<file path="src/fp_fmt_pkg.sv">
// ------------------------------
// Floating-point format definitions for the 32-bit two-lane slice
// Only FP32 and FP16 are supported, two FP16 lanes fit in one slice
// ------------------------------

package fp_fmt_pkg;

  // ------------------------------
  // Slice geometry
  // ------------------------------
  localparam int unsigned SLICE_WIDTH = 32;
  localparam int unsigned NUM_LANES   = 2;

  // ------------------------------
  // Format field widths
  // ------------------------------
  localparam int unsigned FP32_WIDTH    = 32;
  localparam int unsigned FP32_EXP_BITS = 8;
  localparam int unsigned FP32_MAN_BITS = 23;

  localparam int unsigned FP16_WIDTH    = 16;
  localparam int unsigned FP16_EXP_BITS = 5;
  localparam int unsigned FP16_MAN_BITS = 10;

  // Canonical quiet NaNs, positive sign and only the quiet bit set
  localparam logic [FP32_WIDTH-1:0] FP32_QNAN = 32'h7FC0_0000;
  localparam logic [FP16_WIDTH-1:0] FP16_QNAN = 16'h7E00;

  // Active format of an operation
  typedef enum logic {
    FP32 = 1'b0,
    FP16 = 1'b1
  } fp_fmt_e;

  // IEEE 754 exception flags
  typedef struct packed {
    logic nv;
    logic dz;
    logic of;
    logic uf;
    logic nx;
  } status_t;

endpackage

</file>
<file path="src/simd_op_pkg.sv">
// ------------------------------
// Operation, handshake payload and pipeline definitions
// Depends on fp_fmt_pkg, which must be compiled first
// ------------------------------

package simd_op_pkg;

  // Non-computational operations
  typedef enum logic [2:0] {
    MIN   = 3'd0,
    MAX   = 3'd1,
    SGNJ  = 3'd2,
    SGNJN = 3'd3,
    SGNJX = 3'd4
  } op_e;

  localparam int unsigned NUM_PIPE_REGS = 2;
  localparam int unsigned TAG_WIDTH     = 4;

  // Request as seen at the slice input
  typedef struct packed {
    logic [fp_fmt_pkg::SLICE_WIDTH-1:0] a;
    logic [fp_fmt_pkg::SLICE_WIDTH-1:0] b;
    op_e                                op;
    fp_fmt_pkg::fp_fmt_e                fmt;
    logic                               vectorial;
    logic [TAG_WIDTH-1:0]               tag;
  } simd_req_t;

  // Response as seen at the slice output
  typedef struct packed {
    logic [fp_fmt_pkg::SLICE_WIDTH-1:0] result;
    fp_fmt_pkg::status_t                status;
    logic [TAG_WIDTH-1:0]               tag;
  } simd_rsp_t;

  // Format info travelling next to the lane results
  typedef struct packed {
    fp_fmt_pkg::fp_fmt_e fmt;
    logic                vec;
  } lane_aux_t;

  // What the pipeline registers hold per stage
  typedef struct packed {
    logic [fp_fmt_pkg::NUM_LANES-1:0][fp_fmt_pkg::FP16_WIDTH-1:0] lane_res;
    logic [fp_fmt_pkg::FP16_WIDTH-1:0]                            lane0_hi;
    fp_fmt_pkg::status_t [fp_fmt_pkg::NUM_LANES-1:0]              lane_status;
    lane_aux_t                                                    aux;
    logic [TAG_WIDTH-1:0]                                         tag;
  } pipe_payload_t;

endpackage

</file>
<file path="src/result_pack.sv">
// ------------------------------
// Rebuilds the 32-bit result and merges the lane status
// Scalar FP16 results are NaN-boxed in the upper half
// ------------------------------
`timescale 1ns/1ps

module result_pack (
  input  simd_op_pkg::pipe_payload_t payload_i,
  output simd_op_pkg::simd_rsp_t     rsp_o
);

  localparam int unsigned W16 = fp_fmt_pkg::FP16_WIDTH;

  logic [fp_fmt_pkg::NUM_LANES-1:0] lane_used;
  logic                             is_fp32;
  logic                             is_vec;

  assign is_fp32 = (payload_i.aux.fmt == fp_fmt_pkg::FP32);
  assign is_vec  = payload_i.aux.vec;

  // Lane 0 always counts, upper lanes only for vector ops
  always_comb begin
    for (int i = 0; i < int'(fp_fmt_pkg::NUM_LANES); i++) begin
      lane_used[i] = (i == 0) || is_vec;
    end
  end

  // ------------------------------
  // Result assembly
  // ------------------------------
  always_comb begin
    if (is_fp32) begin
      rsp_o.result = {payload_i.lane0_hi, payload_i.lane_res[0]};
    end else if (is_vec) begin
      rsp_o.result = {payload_i.lane_res[1], payload_i.lane_res[0]};
    end else begin
      // NaN-box the narrow scalar
      rsp_o.result = {{W16{1'b1}}, payload_i.lane_res[0]};
    end
  end

  // Collapse the status of the active lanes
  always_comb begin
    fp_fmt_pkg::status_t merged;
    merged = '0;
    for (int i = 0; i < int'(fp_fmt_pkg::NUM_LANES); i++) begin
      if (lane_used[i]) begin
        merged = merged | payload_i.lane_status[i];
      end
    end
    rsp_o.status = merged;
  end

  assign rsp_o.tag = payload_i.tag;

endmodule

</file>
<file path="config.mk">
export PLATFORM = sky130hd
export DESIGN_NAME = result_pack
export DESIGN_NICKNAME = d
export VERILOG_FILES = /design/src/fp_fmt_pkg.sv /design/src/simd_op_pkg.sv /design/src/result_pack.sv
export SDC_FILE = /design/constraint.sdc
export NUM_CORES = 1
export LEC_CHECK = 0
export ABC_AREA = 1
export BUFFER_PORTS_ARGS = -buffer_cell sky130_fd_sc_hd__buf_2
export CAP_MARGIN = 20
export CELL_PAD_IN_SITES_DETAIL_PLACEMENT = 1
export CELL_PAD_IN_SITES_GLOBAL_PLACEMENT = 2
export CORE_AREA = 4 4 79 81
export DETAILED_ROUTE_END_ITERATION = 10
export DIE_AREA = 0 0 83 85
export GPL_TIMING_DRIVEN = 1
export MAX_ROUTING_LAYER = met4
export PLACE_DENSITY = 0.92
export SLEW_MARGIN = 20
export SYNTH_ARGS = -nofsm -noshare
export SYNTH_HDL_FRONTEND = slang
export SYNTH_SLANG_ARGS = --single-unit
</file>
<file path="constraint.sdc">
create_clock -name vclk -period 0.8
set_input_delay 0.04 -clock vclk [all_inputs]
set_output_delay 0.04 -clock vclk [all_outputs]
set_load 0.01 [all_outputs]
</file>
After elaboration in Yosys (flattened, before gate mapping)

Cells that the tools add are included.

Input bits: 64
Register bits: 0
Output and inout port bits: 41
Word-level logic and storage cells: 4

Bitwise operators: 1
Mux-type cells: 3

Operator list:

| operator          | number |
|---|---|
| 32-bit 2-to-1 mux | 2 |
| 5-bit 2-to-1 mux  | 1 |
| 5-bit OR          | 1 |

Depth between registers and ports, before layout

Depth in word-level cells: 2
Depth in mapped cells: 5

Worst setup path after synthesis

Ideal clock, no wire load.

Kind: input-to-output
Start: input payload_i[5] in the netlist's numbering
End: output rsp_o[30] in the netlist's numbering
Path buffers: 2
Data arrival time: 469 ps
Stages: 5
Slack: 291 ps
Cells stage by stage: buf_6 > inv_6 > buf_6 > nand2_1 > nand2_1

RTL lines:

| item               | line             | text |
|---|---|---|
| start: declaration | result_pack.sv:8 | `input simd_op_pkg::pipe_payload_t payload_i,` |
| end: declaration   | result_pack.sv:9 | `output simd_op_pkg::simd_rsp_t rsp_o` |

==> results.md <==
- Die X: 83 um
- Class of the worst hold path: input pin to primary output
- Slowest stage delay, CP: 0.17 ns
- Antenna Nets Post-Route: 0
- Avg Cell Area, Syn: 4.84 sq um
- I/O Pins: 105
- Std cell rows: 27
- CLK BUF: 0
- MaxCap Viol Count: 0
- Vias per inst: 3.24
- Synthesized net count: 175
- Rel. slew slack: 0.912
- Worst-margin pin slew: 0.132 ns
- Avg WL per Cell: 9.54 um
- Post-synth top area share: 0.448
- Hold Path Cell Cnt: 0
- Worst IR drop on VDD: 0.000151 V
- Fill count: 734
- First-pass GRT wire length: 3520 um
- Status: complete, no violations
- Min Hold Slack: 0.0800 ns
- Commonest cells in the netlist: 64 x nand2_1, 21 x buf_4, 16 x inv_1
- Total track usage: 0.0580
- Area contributors post-synth: nand2_1 45%, buf_4 29%, inv_1 11%, a21o_1 7.0%, buf_6 4.2%
- Final Hold Viols: 0
- CP Class: input pin to primary output
- Post-Synthesis Cells: 111
- Post-route DRC: 0
- Share of post-route cells with drive strength above 1: 0.452
- Delay-heaviest family, CP: buffers and inverters
- Hold_sp: payload_i[40]
- Core ar.: 5470 sq um
- Starting density of the core: 0.0981
- Vias: 736
- Die area: 7060 sq um
- Initial antenna violation count: 0
- P per Cell Area: 513 nW/um^2
- CP max stage cell: buf_4
- Area leader, netlist: nand2_1
- Iter 0 DRT Violations: 3
- Slew Limit Fails: 0
- Setup TNS: 0 ns
- Final setup fails: 0
- Most numerous cell in the Yosys netlist: nand2_1
- CTS Hold Buffers Added: 0
- Post-CTS Setup Inserts: 0
- Die height: 85 um
- WP data arrival: 0.60 ns
- NumNets Final: 221
- IO buf count: 65
- P&R area growth vs syn: 49.9%
- Max Freq: 1.55 GHz
- CP Launch Type: input pin
- Post-CTS sizing: 0
- ANT cells: 0
- Final Cycle Share: 0.804
- Register Area: 0 sq um
- Pwr Total: 0.413 mW
- Footprint of the multi-input gates: 278 sq um
- Vias in the first global route: 742
- FFs & Latches: 0
- Largest net degree at the start of global routing: 22
- DRT Wirelength: 2170 um
- Yosys warning count: 0
- Placer Congestion: 0.732
- Req. time, crit path: 0.76 ns
- RSZ-0062 raised after global routing: no
- Seq/Total Area, Yosys: 0
- Synthesized area: 537 sq um
- Post-synthesis cell type count: 7
- Final min period: 0.644 ns
- Post-DP HPWL: 1880 um
- CP Capture Type: primary output
- Placement Setup Slack: 0.130 ns
- Drt first pass iters: 2
- Maximum net fanout on the critical path: 6
- CP Buf/Inv Count: 3
- Overflow after GRT: 0
- Hold EP: rsp_o[17]
- Final setup margin: 0.156 ns
- Static leakage: 0.574 nW
- Crit path cell chain: buf_2 -> buf_4 -> nand2_1 -> nand2_1 -> buf_2
## area by class of cell
type / instances / share of cell area
well taps: 72 / 0.112
multi-input cells: 69 / 0.345
inverters: 17 / 0.0855
repair buffers: 69 / 0.457
## cells in the final DEF, fill, tap and decap left out, drive strengths merged
| cell type | count |
|---|---|
| a21o | 5 |
| buf | 69 |
| inv | 17 |
| nand2 | 64 |
## where the power goes
| group | switching [mW] | internal (mW) |
|---|---|---|
| clock | 0 | 0 |
| sequential | 0 | 0 |
| combinational | 0.209 | 0.204 |
## through the flow
| step | utilization | cells | area (sq um) |
|---|---|---|---|
| finish | 0.147 | 227 | 805 |
| global route | 0.147 | 227 | 805 |
| CTS | 0.147 | 227 | 805 |
| detailed placement | 0.147 | 227 | 805 |
| global placement | 0.147 | 227 | 805 |
| floorplan | - | 111 | 537 |
## routing by layer
layer	vias to the layer above	global-route usage	wire (um)
met1	319	0.0669	877
met4	0	0.00149	0
met3	0	0.0107	156
met5	-	-	0
li1	385	-	-
met2	32	0.110	1130
## worst max-delay path by stage
stage                            start   endpoint  slack [ns]  cells past startpoint
final                     payload_i[5]  rsp_o[34]        0.16                      5
after global routing      payload_i[5]  rsp_o[37]        0.08                      5
after CTS                 payload_i[5]  rsp_o[34]        0.13                      5
after detailed placement  payload_i[5]  rsp_o[34]        0.13                      5
after global placement    payload_i[4]   rsp_o[8]        0.16                      4
after floorplan           payload_i[5]  rsp_o[30]        0.29                      5
## cell families (layout without fill, tap and decap cells)
logic type             count (synthesis)  after routing  synth area share
AO/OA/AOI/OAI                          5              5            0.0699
AND/OR/NAND/NOR                       64             64             0.448
buffers and inverters                 42             86             0.483
No activity file was read; power rests on OpenSTA's default activity.
