==> src/fp_fmt_pkg.sv <==
// ------------------------------
// Floating-point format definitions for the 32-bit two-lane slice
// Only FP32 and FP16 are supported, two FP16 lanes fit in one slice
// ------------------------------

package fp_fmt_pkg;

  // ------------------------------
  // Slice geometry
  // ------------------------------
  localparam int unsigned SLICE_WIDTH = 32;
  localparam int unsigned NUM_LANES   = 2;

  // ------------------------------
  // Format field widths
  // ------------------------------
  localparam int unsigned FP32_WIDTH    = 32;
  localparam int unsigned FP32_EXP_BITS = 8;
  localparam int unsigned FP32_MAN_BITS = 23;

  localparam int unsigned FP16_WIDTH    = 16;
  localparam int unsigned FP16_EXP_BITS = 5;
  localparam int unsigned FP16_MAN_BITS = 10;

  // Canonical quiet NaNs, positive sign and only the quiet bit set
  localparam logic [FP32_WIDTH-1:0] FP32_QNAN = 32'h7FC0_0000;
  localparam logic [FP16_WIDTH-1:0] FP16_QNAN = 16'h7E00;

  // Active format of an operation
  typedef enum logic {
    FP32 = 1'b0,
    FP16 = 1'b1
  } fp_fmt_e;

  // IEEE 754 exception flags
  typedef struct packed {
    logic nv;
    logic dz;
    logic of;
    logic uf;
    logic nx;
  } status_t;

endpackage

==> src/simd_op_pkg.sv <==
// ------------------------------
// Operation, handshake payload and pipeline definitions
// Depends on fp_fmt_pkg, which must be compiled first
// ------------------------------

package simd_op_pkg;

  // Non-computational operations
  typedef enum logic [2:0] {
    MIN   = 3'd0,
    MAX   = 3'd1,
    SGNJ  = 3'd2,
    SGNJN = 3'd3,
    SGNJX = 3'd4
  } op_e;

  localparam int unsigned NUM_PIPE_REGS = 2;
  localparam int unsigned TAG_WIDTH     = 4;

  // Request as seen at the slice input
  typedef struct packed {
    logic [fp_fmt_pkg::SLICE_WIDTH-1:0] a;
    logic [fp_fmt_pkg::SLICE_WIDTH-1:0] b;
    op_e                                op;
    fp_fmt_pkg::fp_fmt_e                fmt;
    logic                               vectorial;
    logic [TAG_WIDTH-1:0]               tag;
  } simd_req_t;

  // Response as seen at the slice output
  typedef struct packed {
    logic [fp_fmt_pkg::SLICE_WIDTH-1:0] result;
    fp_fmt_pkg::status_t                status;
    logic [TAG_WIDTH-1:0]               tag;
  } simd_rsp_t;

  // Format info travelling next to the lane results
  typedef struct packed {
    fp_fmt_pkg::fp_fmt_e fmt;
    logic                vec;
  } lane_aux_t;

  // What the pipeline registers hold per stage
  typedef struct packed {
    logic [fp_fmt_pkg::NUM_LANES-1:0][fp_fmt_pkg::FP16_WIDTH-1:0] lane_res;
    logic [fp_fmt_pkg::FP16_WIDTH-1:0]                            lane0_hi;
    fp_fmt_pkg::status_t [fp_fmt_pkg::NUM_LANES-1:0]              lane_status;
    lane_aux_t                                                    aux;
    logic [TAG_WIDTH-1:0]                                         tag;
  } pipe_payload_t;

endpackage

==> src/lane_pipe.sv <==
// ------------------------------
// Bubble-popping valid/ready pipeline of NUM_PIPE_REGS stages
// Ready is combinational from out_ready_i back to in_ready_o
// ------------------------------
`timescale 1ns/1ps

module lane_pipe (
  input  logic                       clk_i,
  input  logic                       rst_n_i,
  input  logic                       in_valid_i,
  output logic                       in_ready_o,
  input  simd_op_pkg::pipe_payload_t payload_i,
  output logic                       out_valid_o,
  input  logic                       out_ready_i,
  output simd_op_pkg::pipe_payload_t payload_o,
  output logic                       busy_o
);

  localparam int unsigned DEPTH = simd_op_pkg::NUM_PIPE_REGS;

  // Index i is the view after i register stages
  logic       [DEPTH:0]                   stage_valid;
  logic       [DEPTH:0]                   stage_ready;
  simd_op_pkg::pipe_payload_t [DEPTH:0]   stage_data;

  logic       [DEPTH-1:0]                 valid_q;
  simd_op_pkg::pipe_payload_t [DEPTH-1:0] data_q;

  assign stage_valid[0] = in_valid_i;
  assign stage_data[0]  = payload_i;

  // Move on if the next stage takes data or only holds a bubble
  always_comb begin
    stage_ready[DEPTH] = out_ready_i;
    for (int i = int'(DEPTH) - 1; i >= 0; i--) begin
      stage_ready[i] = stage_ready[i+1] | ~stage_valid[i+1];
    end
  end

  // ------------------------------
  // Register stages
  // ------------------------------
  for (genvar i = 0; i < DEPTH; i++) begin : gen_stage
    logic advance;

    assign advance = stage_ready[i] & stage_valid[i];

    always_ff @(posedge clk_i or negedge rst_n_i) begin
      if (!rst_n_i) begin
        valid_q[i] <= 1'b0;
      end else if (stage_ready[i]) begin
        valid_q[i] <= stage_valid[i];
      end
    end

    // Payload only loads when a valid item moves in
    always_ff @(posedge clk_i) begin
      if (advance) begin
        data_q[i] <= stage_data[i];
      end
    end

    assign stage_valid[i+1] = valid_q[i];
    assign stage_data[i+1]  = data_q[i];
  end

  assign in_ready_o  = stage_ready[0];
  assign out_valid_o = stage_valid[DEPTH];
  assign payload_o   = stage_data[DEPTH];
  assign busy_o      = |valid_q;

  // ------------------------------
  // Checks
  // ------------------------------
  a_hold_under_stall: assert property (
    @(posedge clk_i) disable iff (!rst_n_i)
    out_valid_o && !out_ready_i |=> out_valid_o && $stable(payload_o)
  ) else $error("lane_pipe: output changed while stalled");

  a_valid_known: assert property (
    @(posedge clk_i) rst_n_i |-> !$isunknown(out_valid_o)
  ) else $error("lane_pipe: out_valid_o is unknown");

endmodule

==> config.mk <==
export PLATFORM = sky130hd
export DESIGN_NAME = lane_pipe
export DESIGN_NICKNAME = d
export VERILOG_FILES = /design/src/fp_fmt_pkg.sv /design/src/simd_op_pkg.sv /design/src/lane_pipe.sv
export SDC_FILE = /design/constraint.sdc
export NUM_CORES = 1
export LEC_CHECK = 0
export ABC_AREA = 1
export BUFFER_PORTS_ARGS = -buffer_cell sky130_fd_sc_hd__buf_2
export CORE_ASPECT_RATIO = 0.7
export CORE_MARGIN = 2
export CORE_UTILIZATION = 54
export DETAILED_ROUTE_END_ITERATION = 8
export GPL_TIMING_DRIVEN = 0
export PLACE_DENSITY = 0.83
export SYNTH_ARGS = -nofsm -noshare
export SYNTH_HDL_FRONTEND = slang
export SYNTH_SLANG_ARGS = --single-unit
==> constraint.sdc <==
create_clock -name clk_i -period 9 [get_ports clk_i]
set_input_delay 0.45 -clock clk_i [delete_from_list [all_inputs] [get_ports clk_i]]
set_output_delay 0.45 -clock clk_i [all_outputs]
set_load 0.02 [all_outputs]
---- Word-level counts from Yosys, hierarchy flattened ----
Cells that the tools add are included.
W data, S select, Z words.
operators by class
  reductions and logical operators ........ 1
  bitwise gates (word level) .............. 6
operator list
  cell              number
  $and A1 B1 Y1     2
  $not A1 Y1        2
  $or A1 B1 Y1      2
  $reduce_or A2 Y1  1
storage, ports and cells
  word-level logic and storage cells ...... 41
  bits in registers ....................... 130
  input bits .............................. 68

---- Longest topological paths before layout ----
  depth after elaboration ................. 4
  depth in mapped cells ................... 4

---- Worst setup path after synthesis ----
Ideal clock, no wire load.
  path kind ............................... register to register
  start point ............................. register valid_q[1], in the netlist out_valid_o
  end point ............................... register data_q (netlist bit payload_o[0]) (enable)
  clock period less this slack ............ 4.160 ns
  arrival time ............................ 3.653 ns
  cell stages (with the launch flop) ...... 2
  slack ................................... 4.840 ns
  data required time ...................... 8.493 ns
  path through ............................ dfrtp_1 -> a21oi_1
on the way
  cells in the longest elaborated chain, start to end .. 3
RTL lines
  what                             line             RTL
  start, declared                  lane_pipe.sv:26  logic [DEPTH-1:0] valid_q;
  start signal, assigned by index  lane_pipe.sv:52  valid_q[i] <= stage_valid[i];
  $not A1 Y1                       lane_pipe.sv:36  stage_ready[i] = stage_ready[i+1] | ~stage_valid[i+1];
  $or A1 B1 Y1                     lane_pipe.sv:36
  $and A1 B1 Y1                    lane_pipe.sv:46  assign advance = stage_ready[i] & stage_valid[i];
  net gen_stage[1].advance         lane_pipe.sv:44  logic advance;
  end signal, assigned by index    lane_pipe.sv:59  data_q[i] <= stage_data[i];
  end, declared                    lane_pipe.sv:27  simd_op_pkg::pipe_payload_t [DEPTH-1:0] data_q;
The timed path passes the listed nets, and every way through them passes these cells.
A chain may end at the register's enable or synchronous reset.

---- Final worst setup path ----
  start point ............................. register valid_q[1], in the netlist out_valid_o
  end point ............................... register data_q[58] (netlist bit) (enable)
on the way
  cells in the longest elaborated chain, start to end .. 4
RTL lines
  what                        line
  $not A1 Y1                  lane_pipe.sv:36
  $or A1 B1 Y1 (2 in series)  lane_pipe.sv:36
  $and A1 B1 Y1               lane_pipe.sv:46
  net gen_stage[0].advance    lane_pipe.sv:44
The timed path passes the listed nets, and every way through them passes these cells.

==> flow_metrics.tcl <==
set metrics [dict create \
    status "completed" \
    fin_skew_ps 12.6 \
    core_region_area_um2 7910 \
    grt_pass1_wl_mm 11.5 \
    cp_slowest_stage_delay_ps 490 \
    max-vdd-ir-drop_v 0.000183 \
    drc 0 \
    crit_fanout 35 \
    dp_hpwl_mm 5.04 \
    period_share_pct 19.8 \
    path_cells "nand3_2 -> nand2_1 -> inv_2 -> buf_12" \
    crit_required_ps 9080 \
    cp_slowest_cell "inv_2" \
    num_rows 27 \
    ff2ff_path_depth 4 \
    postSynthCellCount 205 \
    first_global_vias 2271 \
    fmax_mhz 561 \
    pwr_density_cell_nw_per_um2 269 \
    die-width_um 112 \
    crit_arrival_ps 1860 \
    r2r_slack_ps 7220 \
    cts_made_buffers 17 \
    first_pass_iters 4 \
    clockRootBuffer "clkbuf_16" \
    htreeDepth 4 \
    routedWlPerCell_um 15.6 \
    clk_pin_slew_ps 60 \
    synth.area.top_cells "edfxtp_1 (87%), buf_4 (11%), dfrtp_1 (1.1%), inv_1 (0.34%), nand2_1 (0.34%)" \
    wirelength_mm 7.43 \
    die-area_um2 8950 \
    drive_gt1_share_pct 62.1 \
    nets 430 \
    fin_tns_setup_ps 0 \
    drtIter0Drc 109 \
    slew_viol_final 0 \
    die_y_um 79.7 \
    synth_largest_area_cell "edfxtp_1" \
    min_path_type "in -> reg" \
    min_from "payload_i[23]" \
    synth_warnings 0 \
    timing.slew.headroom_pct 54.9 \
    cp-end-kind "register" \
    cp.buffers_inverters 2 \
    io_buffer_count 134 \
    ys_seq_area_share_pct 88.0 \
    post_cts_resized 0 \
    cts_buffer_depth 2 \
    cts.sinks 130 \
    whs_endpoint "data_q[23]" \
    worstMarginPinSlew_ps 675 \
    gp_congestion 0.680 \
    start_kind "register" \
    vias 2159 \
    crit_start "out_valid_o" \
    avgSynthCellArea_um2 21.6 \
    antenna_found_initial 0 \
    synth.top_cell.area_share_pct 86.9 \
    maxCapViolCount 0 \
    final_hold_viol_count 0 \
    min_path_cells 1 \
    io_pins 135 \
    grt_use_total_pct 18.2 \
    crit_type "reg -> reg" \
    synth_nets 273 \
    synthesis.area_um2 4430 \
    r2r-end "data_q[58]" \
    grt_setup_unrepaired "no" \
    post-route-util_pct 75.5 \
    layout_min_cycle_time_ps 1780 \
    cts_tree "yes" \
    cp_top_family "buffers and inverters" \
    clk_latency_ps 400 \
    grt_max_degree 36 \
    synth_cell_types 8 \
    setup_viol 0 \
    areaGrowthSynthToFinish_pct 34.9 \
    antenna_cells 0 \
    final_antenna_net_count 0 \
    via_per_inst 4.54 \
    ys_ff_latch 130 \
    leakage_nw 2.47 \
    crit-reg2reg-launch "out_valid_o" \
    initial_core_util_pct 56.0 \
    gr-total-overflow 0 \
]
[worst max-delay path by stage]
| stage | cells after the start | slack (ps) | to |
|---|---|---|---|
| after floorplan | 1 | 4840 | payload_o[0] |
| after global placement | 3 | 3650 | payload_o[3] |
| after detailed placement | 6 | 7090 | data_q[10] |
| after CTS | 4 | 7190 | data_q[58] |
| after global routing | 4 | 7110 | data_q[22] |
| final | 4 | 7220 | data_q[58] |
[synth_stat cells, drive strengths merged]
cell type / count
or2: 1
edfxtp: 128
nand3: 1
inv: 4
a21oi: 1
nand2: 4
dfrtp: 2
buf: 64
[cell families after synthesis]
kind of cell	count (synthesis)	synth area share (%)
AND/OR/NAND/NOR	6	0.707
AO/OA/AOI/OAI	1	0.113
flip-flops	130	88.0
buffers and inverters	68	11.2
[metal layers]
metal | routed length (um) | up-vias | track usage [%]
met5 | 0 | - | 0
met4 | 29 | 0 | 7.32
met1 | 3040 | 1029 | 20.6
met2 | 3600 | 114 | 28.9
met3 | 761 | 5 | 10.3
li1 | - | 1011 | -
[final cells by class]
class,instances,area [um2]
Clock buffer,18,429
Clock inverter,14,235
Inverter,4,15.0
Fill cell,462,1940
Sequential cell,130,3890
Multi-Input combinational cell,7,47.5
Buffer,64,480
Timing Repair Buffer,138,741
Tap cell,101,126
[registers in the layout, summed over array words and instances, names as in the netlist]
name / flops
data_q: 64
out_valid_o: 1
payload_o: 64
stage_valid: 1
[report_power, final]
part	switching (mW)	internal, mW
clock network	0.239	0.519
registers	0.0117	0.717
logic	0.0668	0.0529
[stage by stage]
step | std cells | hold slack, ps | power, mW | area, um2 | setup slack [ps]
final | 476 | 222 | 1.61 | 5970 | 7220
after global routing | 476 | 199 | 1.66 | 5970 | 7110
after CTS | 476 | 202 | 1.62 | 5970 | 7190
after detailed placement | 443 | 240 | 0.861 | 5290 | 7090
after global placement | 440 | 235 | 0.853 | 5220 | 3650
after floorplan | 205 | 154 | 0.812 | 4430 | 4840
[layout by cell type (no fill, tap or decap), types with 2 or more instances in the layout]
| cell type | n |
|---|---|
| buf_4 | 64 |
| nand2_1 | 4 |
| buf_2 | 134 |
| inv_1 | 3 |
| clkinv_4 | 3 |
| clkbuf_16 | 17 |
| bufinv_16 | 6 |
| dfrtp_1 | 2 |
| clkinv_1 | 2 |
| edfxtp_1 | 128 |
| buf_12 | 3 |
[worst reg2reg max path, delay by kind of cell (launching register included)]
family | cells | cell delay, ps
and+or+nand+nor | 2 | 190
DFF | 1 | 460
buffers and inverters | 2 | 790
[what timing repair did]
item | in CTS | in global routing
setup buffers | 0 | 0
hold buffers | 1 | 0
endpoints found under the hold margin | 2 | 0
Note: power is estimated with default switching activity, not from simulation.
